<file path="src/cachePkg.sv">
package cachePkg;

	typedef logic [31:0]  addrT;    // byte address
	typedef logic [31:0]  wordT;
	typedef logic [3:0]   strbT;    // one bit per byte lane
	typedef logic [23:0]  tagT;     // addr 31..8
	typedef logic [2:0]   setIdxT;  // addr 7..5
	typedef logic [2:0]   wordOffT; // addr 4..2
	typedef logic [255:0] lineT;    // word 0 in bits 31..0
	typedef logic [3:0]   wayMaskT; // one-hot
	typedef logic [2:0]   plruT;    // root in bit 2, leaves below

	typedef struct packed {
		logic write;  // set for a store
		addrT addr;
		wordT wdata;
		strbT strb;
	} cpuReqT;

	typedef struct packed {
		logic valid;
		logic dirty;
		tagT  tag;
	} wayMetaT;

	typedef enum logic [3:0] {
		Idle,
		TagRead,
		WriteHit,
		ReadHit,
		Respond,
		Evict,
		WbReq,    // write-back request
		WbData,   // write-back burst
		FillReq,
		FillData,
		Refill
	} ctrlStateT;

	// one-hot select of a line out of the four ways
	function automatic lineT pickLine(wayMaskT sel, lineT [3:0] lines);
		lineT acc;
		acc = '0;
		for (int w = 0; w < 4; w++)
			if (sel[w])
				acc = acc | lines[w];
		return acc;
	endfunction

endpackage

</file>
<file path="src/memPort.sv">
`timescale 1ns/1ps

module memPort (
	input  logic                 clk,
	input  logic                 loadWb,
	input  cachePkg::lineT [3:0] wayLines,
	input  cachePkg::wayMaskT    victimWay,
	input  logic                 wrDataReady,
	input  logic                 wrActive,
	input  logic                 rdRspValid,
	input  cachePkg::wordT       rdRspData,
	input  logic                 rdActive,
	output cachePkg::wordT       wrData,
	output logic                 wrLast,
	output cachePkg::lineT       refillLine
);

	cachePkg::lineT    victimLine;
	cachePkg::lineT    wbShift;   // outgoing words, word 0 at bottom
	cachePkg::wordOffT beatCnt;   // write beats already sent
	logic              wrBeat;
	logic              rdBeat;

	assign victimLine = cachePkg::pickLine(victimWay, wayLines);

	assign wrBeat = wrActive & wrDataReady;  // accepted write-back beat
	assign rdBeat = rdActive & rdRspValid;   // accepted refill beat

	// write-back shifter and beat count
	always_ff @(posedge clk) begin
		if (loadWb) begin
			wbShift <= victimLine;
			beatCnt <= '0;
		end else if (wrBeat) begin
			wbShift <= wbShift >> 32;
			beatCnt <= beatCnt + 3'd1;
		end
	end

	assign wrData = wbShift[31:0];
	assign wrLast = wrActive & (beatCnt == 3'd7);  // eighth beat

	// refill words enter at the top and walk down
	// after eight beats word 0 sits in the low bits
	always_ff @(posedge clk) begin
		if (rdBeat)
			refillLine <= {rdRspData, refillLine[255:32]};
	end

endmodule

</file>
<file path="config.mk">
export PLATFORM = sky130hd
export DESIGN_NAME = memPort
export DESIGN_NICKNAME = d
export VERILOG_FILES = /design/src/cachePkg.sv /design/src/memPort.sv
export SDC_FILE = /design/constraint.sdc
export NUM_CORES = 1
export LEC_CHECK = 0
export BUFFER_PORTS_ARGS = -buffer_cell sky130_fd_sc_hd__buf_4
export CORE_AREA = 3 3 527 529
export CTS_CLUSTER_SIZE = 20
export DETAILED_ROUTE_END_ITERATION = 16
export DIE_AREA = 0 0 530 532
export GPL_TIMING_DRIVEN = 1
export PLACE_DENSITY = 0.31
export SLEW_MARGIN = 20
export SYNTH_ARGS = -nofsm -noshare
export SYNTH_HDL_FRONTEND = slang
export SYNTH_SLANG_ARGS = --single-unit
export TNS_END_PERCENT = 100
</file>
<file path="constraint.sdc">
create_clock -name clk -period 10.86 [get_ports clk]
set_clock_uncertainty 0.15 [all_clocks]
set_input_delay 2.172 -clock clk [delete_from_list [all_inputs] [get_ports clk]]
set_output_delay 2.172 -clock clk [all_outputs]
set_load 0.02 [all_outputs]
</file>
## Word level (Yosys, flattened, before mapping)

Index checks and enable logic that the tools add are counted.

| operators by class | value |
|---|---|
| equality and inequality tests | 1 |
| add/sub/neg operators | 1 |
| bitwise operators | 6 |
| multiplexer cells | 6 |
| reductions and logical operators | 1 |

Operators by type and width:

| cell | number |
|---|---|
| two-way mux 256 bit | 6 |
| OR 256 bit | 3 |
| adder 3 x 1 -> 3 bit (second input constant) | 1 |
| bitwise AND 1 bit | 3 |
| equality test 3 bit (second input constant) | 1 |
| nonzero test 2 bit | 1 |

| word-level totals | value |
|---|---|
| register bits after elaboration | 515 |
| output and inout bits | 289 |

## Logic depth before layout (Yosys ltp)

Gate-level depths: netlist (run 1).

| depth | value |
|---|---|
| depth after elaboration | 8 |
| depth in mapped cells | 5 |
| gate-level depth less buffers | 4 |

## Worst setup path after synthesis (run 1)

Ideal clock, no wire load.

| timing | value |
|---|---|
| kind | input to register |
| from | input rdRspValid |
| to | register refillLine[0], enable pin |
| slack | 2.104 ns |
| data arrival time | 7.958 ns |
| setup time | 0.648 ns |
| stages | 1 |
| data required time | 10.062 ns |
| path through | and2_1 |

| on the way | value |
|---|---|
| word-level cells in the longest chain between the ends | 1 |

Ends and longest elaborated chain:

| item | RTL line | text |
|---|---|---|
| start: declaration | memPort.sv:10 | `input logic rdRspValid,` |
| bitwise AND 1 bit | memPort.sv:27 | `assign rdBeat = rdActive & rdRspValid;` |
| end signal: assignment | memPort.sv:47 | `refillLine <= {rdRspData, refillLine[255:32]};` |
| end: declaration | memPort.sv:15 | `output cachePkg::lineT refillLine` |

Every way passes these cells.
A chain may end at the register's enable or synchronous reset.

## Worst setup path after layout (run 1)

| timing | value |
|---|---|
| from | input wrActive |
| to | output wrLast |

| on the way | value |
|---|---|
| word-level cells in the longest chain between the ends | 1 |

Ends and longest elaborated chain:

| item | RTL line | text |
|---|---|---|
| start: declaration | memPort.sv:9 | `input logic wrActive,` |
| bitwise AND 1 bit | memPort.sv:41 | `assign wrLast = wrActive & (beatCnt == 3'd7);` |
| end: declaration | memPort.sv:14 | `output logic wrLast,` |

Every way passes these cells.

==> run_summary.xml, run 1 <==
<?xml version="1.0" encoding="UTF-8"?>
<metrics>
  <group name="timing">
    <metric name="worst-slew-pin-transition" unit="ns">1.08</metric>
    <metric name="hold_ws" unit="ns">0.292</metric>
    <metric name="drv_slew" unit="">0</metric>
    <metric name="totalNegativeSetupSlack" unit="ns">0</metric>
    <metric name="grt_setup_unrepaired" unit="">no</metric>
    <metric name="timing.final.crit_share" unit="%">45.4</metric>
    <metric name="slew_headroom" unit="%">28.1</metric>
    <metric name="final_period_minus_worst_setup_slack" unit="ns">4.93</metric>
    <metric name="finalHoldViolations" unit="">0</metric>
    <metric name="setup-violations-final" unit="">0</metric>
    <metric name="highest_clock_rate" unit="MHz">203</metric>
  </group>
  <group name="pwr">
    <metric name="p_per_area" unit="mW/mm^2">147</metric>
    <metric name="p_leak" unit="nW">14.8</metric>
    <metric name="worst_ir_drop_vdd" unit="V">0.0000920</metric>
  </group>
  <group name="die">
    <metric name="top_level_ports" unit="">1355</metric>
    <metric name="num_rows" unit="">192</metric>
    <metric name="die_outline_area" unit="mm^2">0.282</metric>
    <metric name="fp.dieW" unit="um">530</metric>
    <metric name="vertical_die_dimension" unit="um">532</metric>
    <metric name="coreArea" unit="mm^2">0.273</metric>
    <metric name="start_util" unit="%">8.40</metric>
  </group>
  <group name="detailed_routing">
    <metric name="initialDrtViolationCount" unit="">1926</metric>
    <metric name="postRouteWirelength" unit="um">219000</metric>
    <metric name="drt-vias-per-instance" unit="">3.45</metric>
    <metric name="final_antenna_net_count" unit="">0</metric>
    <metric name="via_count" unit="">23000</metric>
    <metric name="dr_wl_cell" unit="um">32.9</metric>
    <metric name="drc" unit="">0</metric>
    <metric name="firstDrtPassIters" unit="">5</metric>
  </group>
  <group name="cts">
    <metric name="cts.reportedPaths.clkPinSlew" unit="ns">0.05</metric>
    <metric name="post_cts_resize_count" unit="">0</metric>
    <metric name="cts_hold_buf" unit="">0</metric>
    <metric name="cts_tree" unit="">yes</metric>
    <metric name="postCtsSetupBuffers" unit="">0</metric>
    <metric name="clock_tree.htree_level_count" unit="">3</metric>
    <metric name="clock_latency" unit="ns">0.68</metric>
    <metric name="clock-sinks" unit="">515</metric>
    <metric name="clk_root_buffer_cell" unit="">clkbuf_16</metric>
    <metric name="numCtsBuffers" unit="">72</metric>
    <metric name="clockBufferDepth" unit="">3</metric>
  </group>
  <group name="critical_path">
    <metric name="setup.worst_path.start_class" unit="">input pin</metric>
    <metric name="arrival" unit="ns">2.61</metric>
    <metric name="crit_path_end_kind" unit="">primary output</metric>
    <metric name="cp_cell_sequence" unit="">buf_4 -&gt; and2_1 -&gt; buf_4</metric>
    <metric name="critPathBufInv" unit="">2</metric>
    <metric name="worst_ep_required_time" unit="ns">8.54</metric>
    <metric name="crit_type" unit="">in2out</metric>
    <metric name="worst_path_dominant_cell_family" unit="">buffers and inverters</metric>
    <metric name="critical_path.most_common_cell" unit="">buf_4</metric>
    <metric name="crit_path_slowest_cell" unit="">and2_1</metric>
    <metric name="crit_fanout" unit="">8</metric>
    <metric name="cpPeakStageDelay" unit="ns">0.15</metric>
  </group>
  <group name="worst_hold_path">
    <metric name="hold_crit_path_type" unit="">reg2reg</metric>
  </group>
  <group name="synthesis">
    <metric name="post_synth_main_area_contributors" unit="">edfxtp_1 67%, a22oi_1 17%, a31oi_1 6.1%</metric>
    <metric name="synth-edff-count" unit="">512</metric>
    <metric name="synth_largest_type_area_fraction" unit="%">67.0</metric>
    <metric name="yosysUniqueCellTypes" unit="">16</metric>
    <metric name="part_of_the_yosys_area_used_for_sequential_elements" unit="%">67.3</metric>
    <metric name="synth_area" unit="mm^2">0.0230</metric>
    <metric name="ys_ff_latch" unit="">515</metric>
    <metric name="syn-mean-instance-area" unit="um^2">13.3</metric>
    <metric name="share_of_flip_flops_with_an_asynchronous_set_or_reset" unit="%">0</metric>
    <metric name="post_synth_inst_count" unit="">1720</metric>
    <metric name="ys_top_cells_by_count" unit="">512 x a22oi_1, 512 x edfxtp_1, 224 x a31oi_1, 224 x nor2_1, 148 x buf_2</metric>
    <metric name="yosys_most_used_dff" unit="">edfxtp_1</metric>
    <metric name="yosysTopAreaCell" unit="">edfxtp_1</metric>
    <metric name="yosysWarnings" unit="">0</metric>
    <metric name="synth_nets" unit="">2788</metric>
  </group>
  <group name="placed_design">
    <metric name="dp_hpwl" unit="um">187000</metric>
    <metric name="numPortBuffers" unit="">1354</metric>
    <metric name="place.gp.congestion" unit="">0.913</metric>
  </group>
  <group name="grt">
    <metric name="grt_pass1_vias" unit="">23000</metric>
    <metric name="first_pass_grt_wire_length" unit="um">267000</metric>
    <metric name="track_usage" unit="%">14.8</metric>
    <metric name="grt_max_degree" unit="">158</metric>
    <metric name="global_route_overflow" unit="">0</metric>
    <metric name="antenna_found_initial" unit="">184</metric>
  </group>
  <group name="outcome">
    <metric name="result_of_the_run" unit="">finished, final reports clean</metric>
  </group>
  <group name="finish">
    <metric name="multiInputGateArea" unit="mm^2">0.00644</metric>
    <metric name="fillers" unit="">31000</metric>
    <metric name="post_route_cells_drive_above_1_share" unit="%">48.9</metric>
    <metric name="area_delta_synth_final" unit="%">70.6</metric>
    <metric name="register_area" unit="mm^2">0.0154</metric>
    <metric name="nNetsFinal" unit="">4042</metric>
  </group>
  <group name="flow_run">
    <metric name="maxCapViolCount" unit="">0</metric>
  </group>
</metrics>
kinds of logic after synthesis:
group | synth area share, %
fa+ha+maj | 0.109
compound gates | 24.1
buf+inv | 4.72
flops | 67.3
simple gates | 3.79
report_power, final:
part	leakage [nW]	total, mW	internal, mW	switching, mW
clock network	1.07	2.33	1.32	1.00
registers	4.85	2.49	2.36	0.130
logic	8.84	0.930	0.423	0.507
total	14.8	5.74	4.11	1.64
sequential cells by signal, indices dropped and copies added (netlist names):
signal      cells
beatCnt         3
refillLine    256
wbShift       256
through the flow:
stage / instance area [um^2] / util, % / power (mW) / worst slack (ns) / instances
final: 39200 / 14.3 / 5.74 / 5.93 / 6661
after global routing: 39100 / 14.3 / 6.00 / 5.91 / 6636
after CTS: 39100 / 14.3 / 5.89 / 5.93 / 6616
after detailed placement: 36800 / 13.5 / 3.48 / 5.74 / 6489
after global placement: 36800 / 13.5 / 3.48 / 5.78 / 6489
after floorplan: 23000 / - / 2.80 / 2.10 / 1720
placed cells by master, fill, tap and decap left out, types with 4 or more instances in the layout:
master / count
clkbuf_1: 22
clkbuf_16: 72
a31oi_1: 224
buf_12: 7
a22oi_1: 512
buf_8: 5
clkinv_1: 10
bufinv_16: 4
buf_4: 1367
diode_2: 45
clkinv_2: 9
nor2_1: 224
edfxtp_1: 512
inv_6: 4
a21boi_1: 32
final timing paths:
| kind | from | end | slack, ns | cells after the start |
|---|---|---|---|---|
| worst max-delay path | wrActive | wrLast | 5.93 | 3 |
| worst min-delay path | refillLine[246] | refillLine[214] | 0.29 | 0 |
| worst max register to register | wbShift[149] | wbShift[117] | 9.27 | 2 |
| worst min register to register | refillLine[246] | refillLine[214] | 0.29 | 0 |
metal layers:
metal,up-vias,GRT usage (%),share of wire [%]
met3,422,6.01,9.8
met2,1483,25.5,48
li1,9643,-,-
met5,-,0,0.25
met1,11400,16.3,38
met4,82,4.97,4.0
final cells by class:
cell class                      count  area share, %
Timing Repair Buffer             1379           26.8
Tap cell                         3589           11.5
Sequential cell                   515           39.4
Antenna cell                       45          0.288
Clock inverter                     33          0.815
Clock buffer                       94           4.81
Multi-Input combinational cell   1006           16.5
(Power assumes the default switching activity.)
==> run 2, diff against run 1 <==
- clock period: 10.86 -> 5.11 ns (I/O delays scaled with it)
==> run 2 against run 1 <==
- total power rose by 120%
- cell count rose by 0.62%
- final area rose by 1.7%
- wire length rose by 3.0%
- setup slack got worse by 3.7 ns
- sequential share of layout area fell by 0.64 points
- count of clock-buffer cells in the layout rose by 6
- via count rose by 0.91%
- utilization rose by 0.24 points
- hold slack improved by 0.0054 ns
- clock power rose by 140%
- critical endpoint unchanged
==> run_summary.xml, run 2 (synthesis results as in run 1) <==
<?xml version="1.0" encoding="UTF-8"?>
<metrics>
  <group name="pwr">
    <metric name="seq_power_share" unit="%">40.8</metric>
    <metric name="power_report.internal_total" unit="mW">9.21</metric>
    <metric name="worst_ir_drop_vdd" unit="V">0.000214</metric>
    <metric name="power.switching_fraction" unit="%">28.6</metric>
    <metric name="switchingPower" unit="mW">3.69</metric>
    <metric name="p_leak" unit="nW">15.1</metric>
    <metric name="p_per_area" unit="mW/mm^2">324</metric>
    <metric name="clockPowerShare" unit="%">43.4</metric>
    <metric name="comb_power_share" unit="%">15.8</metric>
    <metric name="power" unit="mW">12.9</metric>
  </group>
  <group name="critical_path">
    <metric name="crit_type" unit="">reg2out</metric>
    <metric name="setup.worst_path.start_class" unit="">flop</metric>
    <metric name="setup.worst_path.start" unit="">beatCnt[0]</metric>
    <metric name="setup.worst_path.end" unit="">wrLast</metric>
    <metric name="critical_path.reg2reg.startpoint" unit="">wbShift[147]</metric>
    <metric name="arrival" unit="ns">1.67</metric>
    <metric name="register_to_register_setup_slack" unit="ns">3.55</metric>
    <metric name="crit_fanout" unit="">3</metric>
    <metric name="crit_path_end_kind" unit="">primary output</metric>
    <metric name="regToRegEndpoint" unit="">wbShift[115]</metric>
    <metric name="worst_ep_required_time" unit="ns">3.94</metric>
    <metric name="worst_r2r_path_depth" unit="">2</metric>
  </group>
  <group name="cts">
    <metric name="clock-sinks" unit="">515</metric>
    <metric name="clk_root_buffer_cell" unit="">clkbuf_16</metric>
    <metric name="post_cts_resize_count" unit="">0</metric>
    <metric name="clock_tree.htree_level_count" unit="">3</metric>
    <metric name="clockBufferDepth" unit="">3</metric>
    <metric name="numCtsBuffers" unit="">78</metric>
    <metric name="cts_hold_buf" unit="">0</metric>
    <metric name="cts.reportedPaths.clkPinSlew" unit="ns">0.05</metric>
    <metric name="clock_latency" unit="ns">0.70</metric>
    <metric name="postCtsSetupBuffers" unit="">0</metric>
    <metric name="cts_tree" unit="">yes</metric>
  </group>
  <group name="timing">
    <metric name="drv_slew" unit="">0</metric>
    <metric name="worst-slew-pin-transition" unit="ns">0.881</metric>
    <metric name="timing.final.crit_share" unit="%">55.7</metric>
    <metric name="highest_clock_rate" unit="MHz">351</metric>
    <metric name="grt_setup_unrepaired" unit="">no</metric>
    <metric name="finalHoldViolations" unit="">0</metric>
    <metric name="totalNegativeSetupSlack" unit="ns">0</metric>
    <metric name="slew_headroom" unit="%">41.3</metric>
    <metric name="setup-violations-final" unit="">0</metric>
    <metric name="hold_ws" unit="ns">0.297</metric>
    <metric name="final_period_minus_worst_setup_slack" unit="ns">2.85</metric>
  </group>
  <group name="grt">
    <metric name="track_usage" unit="%">15.2</metric>
    <metric name="grt_max_degree" unit="">144</metric>
    <metric name="global_route_overflow" unit="">0</metric>
    <metric name="antenna_found_initial" unit="">205</metric>
    <metric name="first_pass_grt_wire_length" unit="um">275000</metric>
    <metric name="grt_pass1_vias" unit="">23500</metric>
  </group>
  <group name="finish">
    <metric name="fillers" unit="">31000</metric>
    <metric name="post_layout_cell_count" unit="">6702</metric>
    <metric name="fin_util" unit="%">14.6</metric>
    <metric name="post_route_cells_drive_above_1_share" unit="%">49.7</metric>
    <metric name="biggest_regs" unit="">refillLine x256, wbShift x256, beatCnt x3</metric>
    <metric name="multiInputGateArea" unit="mm^2">0.00644</metric>
    <metric name="register_area" unit="mm^2">0.0154</metric>
    <metric name="area_delta_synth_final" unit="%">73.5</metric>
    <metric name="most-common-layout-cells" unit="">1386 x buf_4, 512 x a22oi_1, 512 x edfxtp_1</metric>
    <metric name="nNetsFinal" unit="">4073</metric>
    <metric name="mostFrequentLayoutCell" unit="">buf_4</metric>
  </group>
  <group name="placed_design">
    <metric name="place.gp.congestion" unit="">0.907</metric>
    <metric name="dp_hpwl" unit="um">192000</metric>
    <metric name="numPortBuffers" unit="">1354</metric>
    <metric name="placed_cells_incl_taps" unit="">6514</metric>
  </group>
  <group name="die">
    <metric name="num_rows" unit="">192</metric>
    <metric name="die_outline_area" unit="mm^2">0.282</metric>
    <metric name="vertical_die_dimension" unit="um">532</metric>
    <metric name="coreArea" unit="mm^2">0.273</metric>
    <metric name="top_level_ports" unit="">1355</metric>
    <metric name="start_util" unit="%">8.40</metric>
    <metric name="fp.dieW" unit="um">530</metric>
  </group>
  <group name="detailed_routing">
    <metric name="initialDrtViolationCount" unit="">1917</metric>
    <metric name="drt-vias-per-instance" unit="">3.46</metric>
    <metric name="firstDrtPassIters" unit="">5</metric>
    <metric name="postRouteWirelength" unit="um">225000</metric>
    <metric name="drc" unit="">0</metric>
    <metric name="final_antenna_net_count" unit="">0</metric>
    <metric name="via_count" unit="">23200</metric>
    <metric name="dr_wl_cell" unit="um">33.6</metric>
  </group>
  <group name="worst_hold_path">
    <metric name="worst_hold_path.num_cells" unit="">0</metric>
    <metric name="hold_crit_path_type" unit="">reg2reg</metric>
  </group>
  <group name="flow_run">
    <metric name="maxCapViolCount" unit="">0</metric>
  </group>
  <group name="outcome">
    <metric name="result_of_the_run" unit="">finished, final reports clean</metric>
  </group>
</metrics>
## run 2: changes by cell type in the layout (fill, tap and decap cells not counted), moves of 2 or more
cell        previous run  this run
buf_4               1367      1386
buf_12                 7        13
diode_2               45        47
clkbuf_8               0         4
clkbuf_1              22        17
bufinv_16              4         7
clkbuf_16             72        79
clkinv_16              0         2
clkinvlp_4             1         5
## run 2: stage by stage
step                area, um^2  worst slack (ns)
finish                   39800              2.26
global route             39800              2.15
CTS                      39700              2.14
detailed placement       37100              1.90
global placement         37100              1.90
floorplan                23000             0.342
## run 2: worst min-delay path by stage
stage,slack (ns),start,to
3_3_place_gp,0.28,refillLine[217],refillLine[185]
5_1_grt,0.25,rdRspData[9],refillLine[233]
4_1_cts,0.22,rdRspData[17],refillLine[241]
3_5_place_dp,0.28,refillLine[144],refillLine[112]
2_1_floorplan,0.37,beatCnt[0],beatCnt[0]
6_report,0.30,refillLine[100],refillLine[68]
## run 2: power by group through the flow
stage                     combinational [mW]  sequential [mW]  clock, mW
final                                   2.04             5.26       5.60
after detailed placement                2.08             5.37          0
after CTS                               2.09             5.29       5.89
after floorplan                        0.661             5.27          0
after global placement                  2.08             5.37          0
after global routing                    2.18             5.29       6.02
## run 2: area by class of cell
class	count	share of cell area, %
antenna	47	0.295
sequential	515	38.8
timing repair buffer	1404	27.0
clock inverter	41	1.22
multi-input combinational	1006	16.2
clock buffer	100	5.26
tap	3589	11.3
## run 2: critical path: stages (launching register included)
cell	delay, ns
dfxtp_1	0.32
ha_1	0.20
ha_1	0.18
and2_1	0.14
buf_4	0.15
## run 2: per-layer routing
metal  GRT usage (%)  up-vias  part of all wire, %
li1                -     9715                    -
met1            16.4    11400                   36
met2            26.5     1527                   50
met3            6.33      456                   10
met4            5.37      102                  3.2
met5               0        -                 0.30
==> run 3, diff against run 2 <==
- CORE_AREA: 3 3 527 529 -> 3 3 521 523
- DIE_AREA: 0 0 530 532 -> 0 0 524 526
- PLACE_DENSITY: 0.31 -> 0.32
- clock period: 5.11 -> 2.3 ns (I/O delays scaled with it)
==> run 3 against run 2 <==
- combinational power increased to 2.8 times the previous value
- sequential cell count unchanged
- first-iteration DRC count increased by 20%
- register-to-register slack got worse by 3.3 ns
- via count increased by 9.4%
- setup slack got worse by 2.3 ns
- critical path depth increased by 2
- cell count increased by 7.0%
- the run now ends with setup timing left
- wire length increased by 1.3%
- global-route usage increased by 0.51 points
- sequential power increased by 120%
==> run_summary.xml, run 3 (synthesis results as in run 1) <==
<?xml version="1.0" encoding="UTF-8"?>
<metrics>
  <group name="grt">
    <metric name="first_pass_grt_wire_length" unit="um">281000</metric>
    <metric name="grt_busiest_layer" unit="">met2</metric>
    <metric name="global_route_overflow" unit="">0</metric>
    <metric name="globalRouteMet2Util" unit="%">27.4</metric>
    <metric name="grt_pass1_vias" unit="">25700</metric>
    <metric name="met3_usage" unit="%">5.26</metric>
    <metric name="antenna_found_initial" unit="">213</metric>
    <metric name="grt_max_degree" unit="">55</metric>
    <metric name="track_usage" unit="%">15.7</metric>
    <metric name="grt_util_met1" unit="%">18.0</metric>
  </group>
  <group name="critical_path">
    <metric name="crit_path_end_kind" unit="">flop</metric>
    <metric name="regToRegEndpoint" unit="">beatCnt[1]</metric>
    <metric name="critical_path.reg2reg.startpoint" unit="">beatCnt[0]</metric>
    <metric name="crit_path_slowest_cell" unit="">dlygate4sd3_1</metric>
    <metric name="register_to_register_setup_slack" unit="ns">0.22</metric>
    <metric name="setup.worst_path.start_class" unit="">input pin</metric>
    <metric name="cpPeakStageDelay" unit="ns">0.63</metric>
    <metric name="cp_cell_sequence" unit="">dlygate4sd3_1 -&gt; buf_4 -&gt; a22oi_1 -&gt; dlygate4sd3_1 -&gt; a31oi_1 -&gt; dlygate4sd3_1</metric>
    <metric name="worst_ep_required_time" unit="ns">2.58</metric>
    <metric name="crit_fanout" unit="">2</metric>
    <metric name="critical_path.most_common_cell" unit="">dlygate4sd3_1</metric>
    <metric name="arrival" unit="ns">2.65</metric>
    <metric name="crit_type" unit="">in2reg</metric>
    <metric name="worst_r2r_path_depth" unit="">5</metric>
  </group>
  <group name="cts">
    <metric name="clock-sinks" unit="">515</metric>
    <metric name="numCtsBuffers" unit="">73</metric>
    <metric name="clk_root_buffer_cell" unit="">clkbuf_16</metric>
    <metric name="clockBufferDepth" unit="">3</metric>
    <metric name="cts.reportedPaths.clkPinSlew" unit="ns">0.06</metric>
    <metric name="clock_latency" unit="ns">0.70</metric>
    <metric name="clock_tree.htree_level_count" unit="">3</metric>
    <metric name="postCtsSetupBuffers" unit="">0</metric>
    <metric name="cts_tree" unit="">yes</metric>
  </group>
  <group name="finish">
    <metric name="fillers" unit="">30000</metric>
    <metric name="mostFrequentLayoutCell" unit="">buf_4</metric>
    <metric name="most-common-layout-cells" unit="">1472 x buf_4, 512 x a22oi_1, 512 x edfxtp_1</metric>
    <metric name="nNetsFinal" unit="">4576</metric>
    <metric name="fin_util" unit="%">16.7</metric>
    <metric name="post_layout_cell_count" unit="">7170</metric>
    <metric name="register_area" unit="mm^2">0.0154</metric>
    <metric name="biggest_regs" unit="">refillLine x256, wbShift x256, beatCnt x3</metric>
    <metric name="area_delta_synth_final" unit="%">94.2</metric>
    <metric name="multiInputGateArea" unit="mm^2">0.00646</metric>
    <metric name="post_route_cells_drive_above_1_share" unit="%">45.5</metric>
  </group>
  <group name="placed_design">
    <metric name="placed_cells_incl_taps" unit="">6587</metric>
    <metric name="place.gp.congestion" unit="">0.937</metric>
    <metric name="placement.setup.worst_slack" unit="ns">-0.0146</metric>
    <metric name="dp_hpwl" unit="um">198000</metric>
    <metric name="numPortBuffers" unit="">1354</metric>
  </group>
  <group name="detailed_routing">
    <metric name="drt-vias-per-instance" unit="">3.54</metric>
    <metric name="firstDrtPassIters" unit="">6</metric>
    <metric name="dr_wl_cell" unit="um">31.8</metric>
    <metric name="postRouteWirelength" unit="um">228000</metric>
    <metric name="via_count" unit="">25400</metric>
    <metric name="drc" unit="">0</metric>
    <metric name="initialDrtViolationCount" unit="">2309</metric>
    <metric name="final_antenna_net_count" unit="">0</metric>
  </group>
  <group name="worst_hold_path">
    <metric name="hold_path.startpoint" unit="">wayLines[997]</metric>
    <metric name="endpoint_with_the_worst_hold_slack" unit="">wbShift[229]</metric>
    <metric name="hold_crit_path_type" unit="">in2reg</metric>
    <metric name="worst_hold_path.num_cells" unit="">3</metric>
  </group>
  <group name="timing">
    <metric name="highest_clock_rate" unit="MHz">421</metric>
    <metric name="worst_slack" unit="ns">-0.0763</metric>
    <metric name="final_period_minus_worst_setup_slack" unit="ns">2.38</metric>
    <metric name="setup-violations-final" unit="">4</metric>
    <metric name="slew_headroom" unit="%">50.6</metric>
    <metric name="drv_slew" unit="">0</metric>
    <metric name="hold_ws" unit="ns">0.0811</metric>
    <metric name="grt_setup_unrepaired" unit="">no</metric>
    <metric name="timing.final.crit_share" unit="%">103</metric>
    <metric name="finalHoldViolations" unit="">0</metric>
    <metric name="worst-slew-pin-transition" unit="ns">0.740</metric>
  </group>
  <group name="outcome">
    <metric name="violated_checks" unit="">setup timing</metric>
    <metric name="result_of_the_run" unit="">finished, violations left</metric>
  </group>
  <group name="die">
    <metric name="fp.dieW" unit="um">524</metric>
    <metric name="top_level_ports" unit="">1355</metric>
    <metric name="coreArea" unit="mm^2">0.267</metric>
    <metric name="num_rows" unit="">190</metric>
    <metric name="vertical_die_dimension" unit="um">526</metric>
    <metric name="die_outline_area" unit="mm^2">0.276</metric>
    <metric name="start_util" unit="%">8.58</metric>
  </group>
  <group name="pwr">
    <metric name="p_leak" unit="nW">17.2</metric>
    <metric name="power" unit="mW">28.4</metric>
    <metric name="worst_ir_drop_vdd" unit="V">0.000459</metric>
    <metric name="p_per_area" unit="mW/mm^2">637</metric>
  </group>
  <group name="flow_run">
    <metric name="maxCapViolCount" unit="">0</metric>
  </group>
</metrics>
run 3: cell count changes in the layout (fill, tap and decap cells not counted), moves of 4 or more:
cell / previous run / this run
clkinv_2: 10 / 6
buf_4: 1386 / 1472
diode_2: 47 / 58
clkinvlp_4: 5 / 1
buf_12: 13 / 37
bufinv_16: 7 / 2
dlymetal6s4s_1: 0 / 8
dlygate4sd3_1: 0 / 390
clkbuf_16: 79 / 74
run 3: layer usage:
metal	wire length (um)	share of wire [%]
met4	7470	3.3
met2	112000	49
met3	20200	8.8
met1	88300	39
met5	478	0.21
run 3: report_power, final:
group          total [mW]  switching (mW)  internal [mW]
clock network        11.1            4.81           6.25
registers            11.6           0.515           11.1
logic                5.67            2.83           2.85
total                28.4            8.15           20.2
run 3: how the worst max path moves through the flow:
stage | startpoint | endpoint | slack, ns
floorplan | loadWb | wbShift[0] | -0.72
global placement | victimWay[2] | wbShift[67] | -0.02
detailed placement | victimWay[2] | wbShift[75] | -0.01
CTS | beatCnt[0] | wrLast | 0.006
global route | wayLines[828] | wbShift[60] | 0.0007
finish | wayLines[615] | wbShift[103] | -0.08
run 3: area by class of cell:
class | count | area share [%]
Timing Repair Buffer | 1912 | 35.6
Sequential cell | 515 | 34.6
Multi-Input combinational cell | 1006 | 14.5
Tap cell | 3552 | 9.97
Clock buffer | 96 | 4.41
Clock inverter | 31 | 0.584
Antenna cell | 58 | 0.326
run 3: critical path: cells and delay by family:
family / cells / cell delay [ns]
buf+inv: 4 / 1.96
compound gates: 2 / 0.23
run 3: per-stage QoR:
step           TNS [ns]  area (um^2)
2_1_floorplan   -323.38        23000
3_5_place_dp    -0.0146        38200
6_report         -0.166        44600
4_1_cts               0        44400
5_1_grt               0        44500
3_3_place_gp    -0.0314        38200
run 3: what timing repair did:
item,CTS,global route
cloned,0,0
gates resized for setup,7,9
hold endpoints to repair,191,0
pin swaps,1,0
endpoints found under the setup margin,1,10
hold buffers,398,0
